## src/source/rvseed_consts.svh

```systemverilog
`ifndef RVSEED_CONSTS_SVH
`define RVSEED_CONSTS_SVH

// datapath widths fixed by RV32I
`define CPU_WIDTH          32
`define REG_ADDR_WIDTH     5
`define OPCODE_WIDTH       7
`define FUNCT3_WIDTH       3
`define FUNCT7_WIDTH       7

// major opcodes
`define INST_TYPE_R        7'b0110011
`define INST_TYPE_I        7'b0010011
`define INST_TYPE_B        7'b1100011
`define INST_JAL           7'b1101111
`define INST_JALR          7'b1100111
`define INST_LUI           7'b0110111
`define INST_AUIPC         7'b0010111
`define INST_SYSTEM        7'b1110011

// funct3 / funct7 codes
`define INST_ADD_SUB       3'b000
`define INST_ADDI          3'b000
`define INST_BNE           3'b001
`define INST_JALR_F3       3'b000
`define FUNCT7_INST_A      7'b0000000    // add
`define FUNCT7_INST_B      7'b0100000    // sub

// alu operation
`define ALU_OP_WIDTH       2
`define ALU_ADD            2'd0
`define ALU_SUB            2'd1
`define ALU_JALR           2'd2

// immediate format
`define IMM_GEN_OP_WIDTH   2
`define IMM_GEN_I          2'd0
`define IMM_GEN_B          2'd1
`define IMM_GEN_U          2'd2
`define IMM_GEN_J          2'd3

// writeback / operand source
`define ALU_SRC_WIDTH      2
`define ALU_SRC_REG        2'd0
`define ALU_SRC_IMM        2'd1
`define ALU_SRC_FOUR_PC    2'd2
`define ALU_SRC_IMM_PC     2'd3

`define EBREAK_WORD        32'h0010_0073
`define RESET_PC           32'h0000_0000

`endif

```

## src/source/rvseed_pkg.sv

```systemverilog
`default_nettype none

`include "rvseed_consts.svh"

package rvseed_pkg;

    typedef struct packed {
        logic [`FUNCT7_WIDTH-1:0]   funct7;
        logic [`REG_ADDR_WIDTH-1:0] rs2;
        logic [`REG_ADDR_WIDTH-1:0] rs1;
        logic [`FUNCT3_WIDTH-1:0]   funct3;
        logic [`REG_ADDR_WIDTH-1:0] rd;
        logic [`OPCODE_WIDTH-1:0]   opcode;
    } r_fmt_t;

    typedef struct packed {
        logic [11:0]                imm12;
        logic [`REG_ADDR_WIDTH-1:0] rs1;
        logic [`FUNCT3_WIDTH-1:0]   funct3;
        logic [`REG_ADDR_WIDTH-1:0] rd;
        logic [`OPCODE_WIDTH-1:0]   opcode;
    } i_fmt_t;

    typedef struct packed {
        logic                       imm12;      // sign bit
        logic [5:0]                 imm10_5;
        logic [`REG_ADDR_WIDTH-1:0] rs2;
        logic [`REG_ADDR_WIDTH-1:0] rs1;
        logic [`FUNCT3_WIDTH-1:0]   funct3;
        logic [3:0]                 imm4_1;
        logic                       imm11;
        logic [`OPCODE_WIDTH-1:0]   opcode;
    } b_fmt_t;

    typedef struct packed {
        logic [19:0]                imm20;
        logic [`REG_ADDR_WIDTH-1:0] rd;
        logic [`OPCODE_WIDTH-1:0]   opcode;
    } u_fmt_t;

    typedef struct packed {
        logic                       imm20;      // sign bit
        logic [9:0]                 imm10_1;
        logic                       imm11;
        logic [7:0]                 imm19_12;
        logic [`REG_ADDR_WIDTH-1:0] rd;
        logic [`OPCODE_WIDTH-1:0]   opcode;
    } j_fmt_t;

    // one word, five views
    typedef union packed {
        r_fmt_t r_fmt;
        i_fmt_t i_fmt;
        b_fmt_t b_fmt;
        u_fmt_t u_fmt;
        j_fmt_t j_fmt;
    } inst_t;

    typedef struct packed {
        logic                          branch;
        logic                          jump;
        logic                          reg_wen;
        logic [`REG_ADDR_WIDTH-1:0]    reg_waddr;
        logic [`REG_ADDR_WIDTH-1:0]    reg1_raddr;
        logic [`REG_ADDR_WIDTH-1:0]    reg2_raddr;
        logic [`IMM_GEN_OP_WIDTH-1:0]  imm_gen_op;
        logic [`ALU_OP_WIDTH-1:0]      alu_op;
        logic [`ALU_SRC_WIDTH-1:0]     alu_src_sel;
    } ctrl_t;

    // fetch to execute register
    typedef struct packed {
        logic                   valid;
        logic [`CPU_WIDTH-1:0]  pc;
        inst_t                  inst;
    } fetch_t;

endpackage

`default_nettype wire

```

## src/source/ctrl.sv

```systemverilog
`timescale 1ns/1ps
`default_nettype none

`include "rvseed_consts.svh"

module ctrl import rvseed_pkg::*; (
    input  inst_t inst,         // instruction in execute
    output ctrl_t c,            // decoded control
    output logic  illegal,      // no supported encoding
    output logic  is_ebreak     // exact ebreak word
);

    logic [`OPCODE_WIDTH-1:0]   opcode;
    logic [`FUNCT3_WIDTH-1:0]   funct3;
    logic [`FUNCT7_WIDTH-1:0]   funct7;
    logic [`REG_ADDR_WIDTH-1:0] rd;
    logic [`REG_ADDR_WIDTH-1:0] rs1;
    logic [`REG_ADDR_WIDTH-1:0] rs2;

    assign opcode = inst.r_fmt.opcode;
    assign funct3 = inst.r_fmt.funct3;
    assign funct7 = inst.r_fmt.funct7;
    assign rd     = inst.r_fmt.rd;
    assign rs1    = inst.r_fmt.rs1;
    assign rs2    = inst.r_fmt.rs2;

    assign is_ebreak = (inst == `EBREAK_WORD);

    always_comb begin
        c.branch      = 1'b0;
        c.jump        = 1'b0;
        c.reg_wen     = 1'b0;
        c.reg_waddr   = '0;
        c.reg1_raddr  = '0;
        c.reg2_raddr  = '0;
        c.imm_gen_op  = `IMM_GEN_I;
        c.alu_op      = `ALU_ADD;
        c.alu_src_sel = `ALU_SRC_REG;
        illegal       = 1'b0;
        case (opcode)
            `INST_TYPE_R: begin
                c.reg_wen    = 1'b1;
                c.reg1_raddr = rs1;
                c.reg2_raddr = rs2;
                c.reg_waddr  = rd;
                if (funct3 != `INST_ADD_SUB)
                    illegal = 1'b1;
                else if (funct7 == `FUNCT7_INST_A)
                    c.alu_op = `ALU_ADD;
                else if (funct7 == `FUNCT7_INST_B)
                    c.alu_op = `ALU_SUB;
                else
                    illegal = 1'b1;
            end
            `INST_TYPE_I: begin
                c.reg_wen     = 1'b1;
                c.reg1_raddr  = rs1;
                c.reg_waddr   = rd;
                c.alu_src_sel = `ALU_SRC_IMM;
                if (funct3 != `INST_ADDI)
                    illegal = 1'b1;
            end
            `INST_TYPE_B: begin
                c.reg1_raddr = rs1;
                c.reg2_raddr = rs2;
                c.imm_gen_op = `IMM_GEN_B;
                c.alu_op     = `ALU_SUB;   // nonzero difference means ne
                if (funct3 == `INST_BNE)
                    c.branch = 1'b1;
                else
                    illegal = 1'b1;
            end
            `INST_JAL: begin
                c.jump        = 1'b1;
                c.reg_wen     = 1'b1;
                c.reg_waddr   = rd;
                c.imm_gen_op  = `IMM_GEN_J;
                c.alu_src_sel = `ALU_SRC_FOUR_PC;  // link pc+4
            end
            `INST_JALR: begin
                c.jump        = 1'b1;
                c.reg_wen     = 1'b1;
                c.reg1_raddr  = rs1;               // target base
                c.reg_waddr   = rd;
                c.alu_op      = `ALU_JALR;
                c.alu_src_sel = `ALU_SRC_FOUR_PC;
                if (funct3 != `INST_JALR_F3)
                    illegal = 1'b1;
            end
            `INST_LUI: begin
                c.reg_wen     = 1'b1;
                c.reg_waddr   = rd;
                c.imm_gen_op  = `IMM_GEN_U;
                c.alu_src_sel = `ALU_SRC_IMM;      // x0 + imm
            end
            `INST_AUIPC: begin
                c.reg_wen     = 1'b1;
                c.reg_waddr   = rd;
                c.imm_gen_op  = `IMM_GEN_U;
                c.alu_src_sel = `ALU_SRC_IMM_PC;   // pc + imm
            end
            `INST_SYSTEM: begin
                if (!is_ebreak)
                    illegal = 1'b1;                // only ebreak handled
            end
            default: illegal = 1'b1;
        endcase
        // unknown words must not touch state or the pc
        if (illegal) begin
            c.reg_wen = 1'b0;
            c.branch  = 1'b0;
            c.jump    = 1'b0;
        end
    end

endmodule

`default_nettype wire

```

## src/source/imm_gen.sv

```systemverilog
`timescale 1ns/1ps
`default_nettype none

`include "rvseed_consts.svh"

module imm_gen import rvseed_pkg::*; (
    input  inst_t                         inst,
    input  logic [`IMM_GEN_OP_WIDTH-1:0]  imm_gen_op,
    output logic [`CPU_WIDTH-1:0]         imm
);

    logic [`CPU_WIDTH-1:0] imm_i;
    logic [`CPU_WIDTH-1:0] imm_b;
    logic [`CPU_WIDTH-1:0] imm_u;
    logic [`CPU_WIDTH-1:0] imm_j;

    assign imm_i = {{20{inst.i_fmt.imm12[11]}}, inst.i_fmt.imm12};

    assign imm_b = {{20{inst.b_fmt.imm12}},
                    inst.b_fmt.imm11,
                    inst.b_fmt.imm10_5,
                    inst.b_fmt.imm4_1,
                    1'b0};                    // halfword offset

    assign imm_u = {inst.u_fmt.imm20, 12'b0};

    assign imm_j = {{12{inst.j_fmt.imm20}},
                    inst.j_fmt.imm19_12,
                    inst.j_fmt.imm11,
                    inst.j_fmt.imm10_1,
                    1'b0};

    always_comb begin
        case (imm_gen_op)
            `IMM_GEN_I: imm = imm_i;
            `IMM_GEN_B: imm = imm_b;
            `IMM_GEN_U: imm = imm_u;
            default:    imm = imm_j;
        endcase
    end

endmodule

`default_nettype wire

```

## src/source/regfile.sv

```systemverilog
`timescale 1ns/1ps
`default_nettype none

`include "rvseed_consts.svh"

module regfile (
    input  logic                         clk,
    input  logic                         arst_n,
    input  logic                         wen,
    input  logic [`REG_ADDR_WIDTH-1:0]   waddr,
    input  logic [`CPU_WIDTH-1:0]        wdata,
    input  logic [`REG_ADDR_WIDTH-1:0]   raddr1,
    input  logic [`REG_ADDR_WIDTH-1:0]   raddr2,
    output logic [`CPU_WIDTH-1:0]        rdata1,
    output logic [`CPU_WIDTH-1:0]        rdata2
);

    logic [`CPU_WIDTH-1:0] regs [1:31];   // x0 has no storage

    always_ff @(posedge clk or negedge arst_n) begin
        if (!arst_n) begin
            for (int i = 1; i < 32; i++) begin
                regs[i] <= '0;
            end
        end else if (wen && waddr != '0) begin
            regs[waddr] <= wdata;
        end
    end

    // plain reads, no write bypass needed in two stages
    assign rdata1 = (raddr1 == '0) ? '0 : regs[raddr1];
    assign rdata2 = (raddr2 == '0) ? '0 : regs[raddr2];

endmodule

`default_nettype wire

```

## src/source/exec_unit.sv

```systemverilog
`timescale 1ns/1ps
`default_nettype none

`include "rvseed_consts.svh"

module exec_unit import rvseed_pkg::*; (
    input  ctrl_t                  c,
    input  logic [`CPU_WIDTH-1:0]  pc,
    input  logic [`CPU_WIDTH-1:0]  imm,
    input  logic [`CPU_WIDTH-1:0]  rdata1,
    input  logic [`CPU_WIDTH-1:0]  rdata2,
    output logic [`CPU_WIDTH-1:0]  wb_data,
    output logic                   redirect,
    output logic [`CPU_WIDTH-1:0]  redirect_pc
);

    logic [`CPU_WIDTH-1:0] op_b;
    logic [`CPU_WIDTH-1:0] alu_sum;
    logic [`CPU_WIDTH-1:0] alu_diff;
    logic [`CPU_WIDTH-1:0] alu_res;
    logic [`CPU_WIDTH-1:0] pc_imm;
    logic [`CPU_WIDTH-1:0] pc_four;

    assign op_b     = (c.alu_src_sel == `ALU_SRC_REG) ? rdata2 : imm;
    assign alu_sum  = rdata1 + op_b;
    assign alu_diff = rdata1 - op_b;
    assign pc_imm   = pc + imm;        // auipc, branch and jal target
    assign pc_four  = pc + 32'd4;      // link address

    always_comb begin
        case (c.alu_op)
            `ALU_SUB:  alu_res = alu_diff;
            `ALU_JALR: alu_res = {alu_sum[`CPU_WIDTH-1:1], 1'b0};
            default:   alu_res = alu_sum;
        endcase
    end

    always_comb begin
        case (c.alu_src_sel)
            `ALU_SRC_FOUR_PC: wb_data = pc_four;
            `ALU_SRC_IMM_PC:  wb_data = pc_imm;
            default:          wb_data = alu_res;
        endcase
    end

    assign redirect    = c.jump | (c.branch & (|alu_res));   // bne taken
    assign redirect_pc = (c.alu_op == `ALU_JALR) ? alu_res : pc_imm;

endmodule

`default_nettype wire

```

## src/source/fetch_stage.sv

```systemverilog
`timescale 1ns/1ps
`default_nettype none

`include "rvseed_consts.svh"

module fetch_stage import rvseed_pkg::*; (
    input  logic                   clk,
    input  logic                   arst_n,
    input  logic [`CPU_WIDTH-1:0]  inst_data,     // combinational imem data
    input  logic                   redirect,
    input  logic [`CPU_WIDTH-1:0]  redirect_pc,
    input  logic                   freeze,        // halt or illegal
    output logic [`CPU_WIDTH-1:0]  inst_addr,
    output fetch_t                 fet
);

    logic [`CPU_WIDTH-1:0] pc;
    logic                  fet_valid;
    logic [`CPU_WIDTH-1:0] fet_pc;
    inst_t                 fet_inst;

    always_ff @(posedge clk or negedge arst_n) begin
        if (!arst_n) begin
            pc        <= `RESET_PC;
            fet_valid <= 1'b0;
        end else if (!freeze) begin
            if (redirect) begin
                pc        <= redirect_pc;
                fet_valid <= 1'b0;          // flush the wrong-path word
            end else begin
                pc        <= pc + 32'd4;
                fet_valid <= 1'b1;
            end
        end
    end

    always_ff @(posedge clk) begin
        if (!freeze) begin
            fet_pc   <= pc;
            fet_inst <= inst_data;
        end
    end

    assign inst_addr = pc;

    assign fet.valid = fet_valid;
    assign fet.pc    = fet_pc;
    assign fet.inst  = fet_inst;

endmodule

`default_nettype wire

```

## src/source/rvseed_core.sv

```systemverilog
`timescale 1ns/1ps
`default_nettype none

`include "rvseed_consts.svh"

module rvseed_core import rvseed_pkg::*; (
    input  logic                         clk,
    input  logic                         arst_n,
    input  logic [`CPU_WIDTH-1:0]        inst_data,
    output logic [`CPU_WIDTH-1:0]        inst_addr,
    output logic                         retire_valid,
    output logic [`CPU_WIDTH-1:0]        retire_pc,
    output logic [`REG_ADDR_WIDTH-1:0]   retire_rd,
    output logic                         retire_wen,
    output logic [`CPU_WIDTH-1:0]        retire_data,
    output logic                         halt,
    output logic                         illegal
);

    fetch_t                 fet;
    ctrl_t                  c;
    logic                   dec_illegal;
    logic                   is_ebreak;
    logic [`CPU_WIDTH-1:0]  imm;
    logic [`CPU_WIDTH-1:0]  rdata1;
    logic [`CPU_WIDTH-1:0]  rdata2;
    logic [`CPU_WIDTH-1:0]  wb_data;
    logic                   ex_redirect;
    logic [`CPU_WIDTH-1:0]  redirect_pc;
    logic                   ex_valid;
    logic                   freeze;

    assign ex_valid = fet.valid & ~halt & ~illegal;   // nothing executes once stopped
    // stop the pc in the same edge the ebreak or bad word executes
    assign freeze   = halt | illegal | (ex_valid & (is_ebreak | dec_illegal));

    always_ff @(posedge clk or negedge arst_n) begin
        if (!arst_n) begin
            halt    <= 1'b0;
            illegal <= 1'b0;
        end else if (ex_valid) begin
            if (is_ebreak)
                halt <= 1'b1;
            if (dec_illegal)
                illegal <= 1'b1;
        end
    end

    fetch_stage u_fetch (
        .clk         (clk),
        .arst_n      (arst_n),
        .inst_data   (inst_data),
        .redirect    (ex_valid & ex_redirect),
        .redirect_pc (redirect_pc),
        .freeze      (freeze),
        .inst_addr   (inst_addr),
        .fet         (fet)
    );

    ctrl u_ctrl (
        .inst      (fet.inst),
        .c         (c),
        .illegal   (dec_illegal),
        .is_ebreak (is_ebreak)
    );

    imm_gen u_imm_gen (
        .inst       (fet.inst),
        .imm_gen_op (c.imm_gen_op),
        .imm        (imm)
    );

    regfile u_regfile (
        .clk    (clk),
        .arst_n (arst_n),
        .wen    (ex_valid & c.reg_wen),
        .waddr  (c.reg_waddr),
        .wdata  (wb_data),
        .raddr1 (c.reg1_raddr),
        .raddr2 (c.reg2_raddr),
        .rdata1 (rdata1),
        .rdata2 (rdata2)
    );

    exec_unit u_exec (
        .c           (c),
        .pc          (fet.pc),
        .imm         (imm),
        .rdata1      (rdata1),
        .rdata2      (rdata2),
        .wb_data     (wb_data),
        .redirect    (ex_redirect),
        .redirect_pc (redirect_pc)
    );

    assign retire_valid = ex_valid;
    assign retire_pc    = fet.pc;
    assign retire_rd    = c.reg_waddr;
    assign retire_wen   = ex_valid & c.reg_wen;
    assign retire_data  = wb_data;

endmodule

`default_nettype wire

```

## config.mk

```make
export PLATFORM = sky130hd
export DESIGN_NAME = rvseed_core
export DESIGN_NICKNAME = d
export VERILOG_FILES = /design/src/source/rvseed_pkg.sv /design/src/source/ctrl.sv /design/src/source/imm_gen.sv /design/src/source/regfile.sv /design/src/source/exec_unit.sv /design/src/source/fetch_stage.sv /design/src/source/rvseed_core.sv
export VERILOG_INCLUDE_DIRS = /design/src /design/src/source
export SDC_FILE = /design/constraint.sdc
export NUM_CORES = 2
export LEC_CHECK = 0
export BUFFER_PORTS_ARGS = -buffer_cell sky130_fd_sc_hd__clkbuf_2
export CAP_MARGIN = 20
export CORE_MARGIN = 8
export CORE_UTILIZATION = 27
export CTS_CLUSTER_DIAMETER = 80
export DETAILED_ROUTE_END_ITERATION = 12
export GPL_ROUTABILITY_DRIVEN = 1
export GPL_TIMING_DRIVEN = 0
export PLACE_DENSITY = 0.45
export SLEW_MARGIN = 5
export SYNTH_ARGS = -nofsm -noshare
export SYNTH_HDL_FRONTEND = slang
export SYNTH_SLANG_ARGS = --single-unit
```

## constraint.sdc

```tcl
create_clock -name clk -period 8.4 [get_ports clk]
set_clock_uncertainty 0.2 [all_clocks]
set_input_delay 0.42 -clock clk [delete_from_list [all_inputs] [get_ports clk]]
set_output_delay 0.42 -clock clk [all_outputs]
set_load 0.02 [all_outputs]
```

==> impl_metrics.json <==
{
  "initial_utilization_pct": 27.0,
  "finalHoldViolCount": 0,
  "place_congestion": 1.04,
  "routed-via-count": 68100,
  "avgSynthCellArea_sq_um": 8.46,
  "global_route.usage.total_pct": 29.8,
  "finalCoreUtilization_pct": 33.7,
  "run_status": "finished with violations",
  "worst_path_max_delay_cell": "sky130_fd_sc_hd__edfxtp_1",
  "worst_path_most_repeated_cell": "sky130_fd_sc_hd__buf_4",
  "cts_inserted_buffers": 136,
  "finalSetupViolCount": 7,
  "maxClockFrequency_ghz": 0.118,
  "min-delay-path-class": "in2reg",
  "violated_checks": "setup timing",
  "synthToLayoutAreaGrowth_pct": 24.6,
  "min_period_ns": 8.51,
  "drt_iter0_markers": 10300,
  "overflow": 0,
  "synth.cell_area_sq_um": 63300,
  "synth_top_cells_by_area": "sky130_fd_sc_hd__dfrtp_1, sky130_fd_sc_hd__a21oi_1, sky130_fd_sc_hd__nor2_1",
  "final_area_sq_um": 78900,
  "floorplan.die_area_sq_um": 250000,
  "netlist_instances": 7486,
  "clock_path_buffers": 3,
  "final_net_count": 8133,
  "synth_cell_types": 109,
  "ys_dominant_reg_cell": "sky130_fd_sc_hd__dfrtp_1",
  "critical_path_data_arrival_time_ns": 7.89,
  "placedInstanceArea_sq_um": 69500,
  "dp_hpwl_um": 301000,
  "synthDominantAreaCellType": "sky130_fd_sc_hd__dfrtp_1",
  "slew-limit-headroom_pct": 6.97,
  "critPathMaxStageDelay_ns": 0.53,
  "core_region_area_sq_um": 234000,
  "min_period_over_period_pct": 101,
  "rsz0062_at_grt": "true",
  "final_layout_size_suffix_gt1_share_pct": 16.5,
  "first_pass_grt_wire_length_um": 529000,
  "crit_type": "reg2out",
  "grt_max_degree": 105,
  "layout.area.seq_sq_um": 27600,
  "layout.filler_cells": 24800,
  "die_height_um": 500,
  "insertion_delay_ns": 0.85,
  "top_library_cells_by_usage_in_the_layout_fill_and_taps_aside": "sky130_fd_sc_hd__a21oi_1, sky130_fd_sc_hd__nor2_1, sky130_fd_sc_hd__dfrtp_1",
  "worst-path-max-fanout": 10,
  "vdd.ir_drop.worst_uv": 201,
  "timing.final.ws_setup_ns": -0.108,
  "clkTransAtPathRegs_ns": 0.06,
  "placementRows": 178,
  "count_of_warnings_emitted_by_yosys": 0,
  "cp-start-kind": "register",
  "wl_per_cell_um": 34.6,
  "mostFrequentLayoutCell": "sky130_fd_sc_hd__a21oi_1",
  "top_cell_type_s_share_of_synthesized_area_pct": 40.6,
  "via_count_of_the_first_global_routing_pass": 64200,
  "remaining_drc_errors": 0,
  "ctsHtreeMaxLevel": 4,
  "multi_input_area_sq_um": 34400,
  "cp_data_required_time_ns": 7.78,
  "synth-async-reset-ratio_pct": 94.1,
  "placement.io_buffers": 138,
  "worst_slew_pin_slew_ns": 1.40,
  "route.antenna.remaining_nets": 0,
  "synth-seq-cells": 1091,
  "dieWidth_um": 500,
  "synth-edff-count": 64,
  "detailedRoute.firstPassIterationCount": 8,
  "grt_antenna_before_repair": 23,
  "synth-seq-area-share_pct": 43.6,
  "top_level_ports": 139,
  "critPathCaptureType": "output port",
  "cts.sinks": 1091,
  "pins_over_slew_limit": 0,
  "post_drt_via_cell_ratio": 6.04,
  "cap_violations": 0,
  "syn_nets": 7618,
  "cts_tree": "done",
  "power_per_cell_area_nw_per_um2": 152,
  "detail_route.wirelength_um": 390000,
  "power.static_leakage_nw": 32.7,
  "cts.root.buffer_cell": "sky130_fd_sc_hd__clkbuf_16",
  "hold_slack_ns": 0.0956
}
-- flip-flops by register name (all words and copies together), names as in the netlist --
signal	count
illegal	1
u_regfile.regs	992
u_fetch.fet_inst	32
u_fetch.fet_pc	32
u_fetch.inst_addr	32
u_fetch.fet_valid	1
halt	1
-- path summary, 6_finish.rpt --
kind / from / to / slack [ns] / cells past startpoint
setup reg to reg: u_fetch.fet_inst[3] / u_fetch.inst_addr[27] / 0.10 / 30
min in group asynchronous: arst_n / u_fetch.inst_addr[1] / 0.45 / 4
setup / recovery: u_fetch.fet_inst[3] / retire_data[31] / -0.11 / 31
max in group asynchronous: arst_n / u_regfile.regs[597] / 5.54 / 7
hold / removal: inst_data[26] / u_fetch.fet_inst[26] / 0.1 / 2
hold reg to reg: u_fetch.inst_addr[0] / u_fetch.fet_pc[0] / 0.29 / 0
-- layer usage --
layer | vias up | part of all wire, % | routed length (um) | track usage (%)
met2 | 4707 | 40 | 155000 | 41.0
met4 | 0 | 8.9 | 34800 | 21.5
met5 | - | 0 | 0 | 0
met1 | 34400 | 40 | 157000 | 39.7
met3 | 1092 | 11 | 43800 | 8.49
li1 | 27900 | - | - | -
-- logic make-up (layout without fill, tap and decap cells) --
family | count (synthesis) | count (layout) | share of synthesized area [%]
AND/OR/NAND/NOR | 2530 | 2530 | 17.0
AO/OA/AOI/OAI | 2447 | 2447 | 23.4
flip-flops | 1091 | 1091 | 43.6
buffers and inverters | 844 | 1463 | 5.25
multiplexers | 394 | 394 | 7.69
adder cells (fa/ha/maj) | 98 | 98 | 1.95
XOR/XNOR | 82 | 82 | 1.13
other | 0 | 17 | 0
-- area by class of cell --
class	instances	share of cell area [%]
clock buffers	198	5.02
repair buffers	401	4.65
well taps	3150	4.99
diodes	17	0.0539
flip-flops and latches	1091	35.0
clock inverters	44	0.606
multi-input cells	5551	43.6
plain buffers	696	5.46
inverters	124	0.604
-- synth_stat cells, types with 33 or more instances --
cell type / n
sky130_fd_sc_hd__a21o_1: 41
sky130_fd_sc_hd__ha_1: 97
sky130_fd_sc_hd__mux4_2: 70
sky130_fd_sc_hd__a221oi_1: 186
sky130_fd_sc_hd__nor3_1: 57
sky130_fd_sc_hd__buf_1: 91
sky130_fd_sc_hd__nand3_1: 196
sky130_fd_sc_hd__nand2_1: 854
sky130_fd_sc_hd__edfxtp_1: 64
sky130_fd_sc_hd__xor2_1: 38
sky130_fd_sc_hd__clkbuf_1: 580
sky130_fd_sc_hd__and3_1: 62
sky130_fd_sc_hd__o211ai_1: 33
sky130_fd_sc_hd__o221ai_1: 75
sky130_fd_sc_hd__a31oi_1: 134
sky130_fd_sc_hd__buf_4: 34
sky130_fd_sc_hd__inv_1: 121
sky130_fd_sc_hd__xnor2_1: 44
sky130_fd_sc_hd__nor2_1: 1104
sky130_fd_sc_hd__a211oi_1: 79
sky130_fd_sc_hd__mux2i_1: 282
sky130_fd_sc_hd__nor2b_1: 45
sky130_fd_sc_hd__o21ai_0: 428
sky130_fd_sc_hd__o22ai_1: 33
sky130_fd_sc_hd__dfrtp_1: 1027
sky130_fd_sc_hd__mux2_2: 40
sky130_fd_sc_hd__nand4_1: 52
sky130_fd_sc_hd__a21oi_1: 1184
-- where the power goes --
part | switching [mW] | internal, mW
registers | 0.0328 | 5.32
logic | 0.437 | 0.178
clock network | 2.63 | 3.42
total | 3.10 | 8.91
-- stage by stage --
step / TNS, ns / total power [mW] / instances / setup WS (ns)
after floorplan: 0 / 5.66 / 7486 / 1.03
after global placement: - / 5.97 / 10800 / -20.29
after detailed placement: -2990.71 / 5.98 / 10900 / -4.96
after CTS: -0.0488 / 12.0 / 11200 / -0.0488
after global routing: -0.461 / 12.3 / 11300 / -0.166
final: -0.336 / 12.0 / 11300 / -0.108
-- critical path, delay by kind of cell, from the launching register on --
family          cells  cell delay [ns]
compound gates      9             1.70
fa+ha+maj           1             0.37
buf+inv            13             2.56
flops               1             0.53
mux                 1             0.26
simple gates        7             1.55
-- repair_timing --
action / in CTS / in global routing
gates resized for setup: 905 / 236
endpoints found under the hold margin: 121 / 0
hold buffers: 35 / 0
buffers inserted: 74 / 35
pin swaps: 72 / 50
setup endpoints to repair: 1057 / 69
cloned: 1 / 2
No activity file was read; power rests on OpenSTA's default activity.
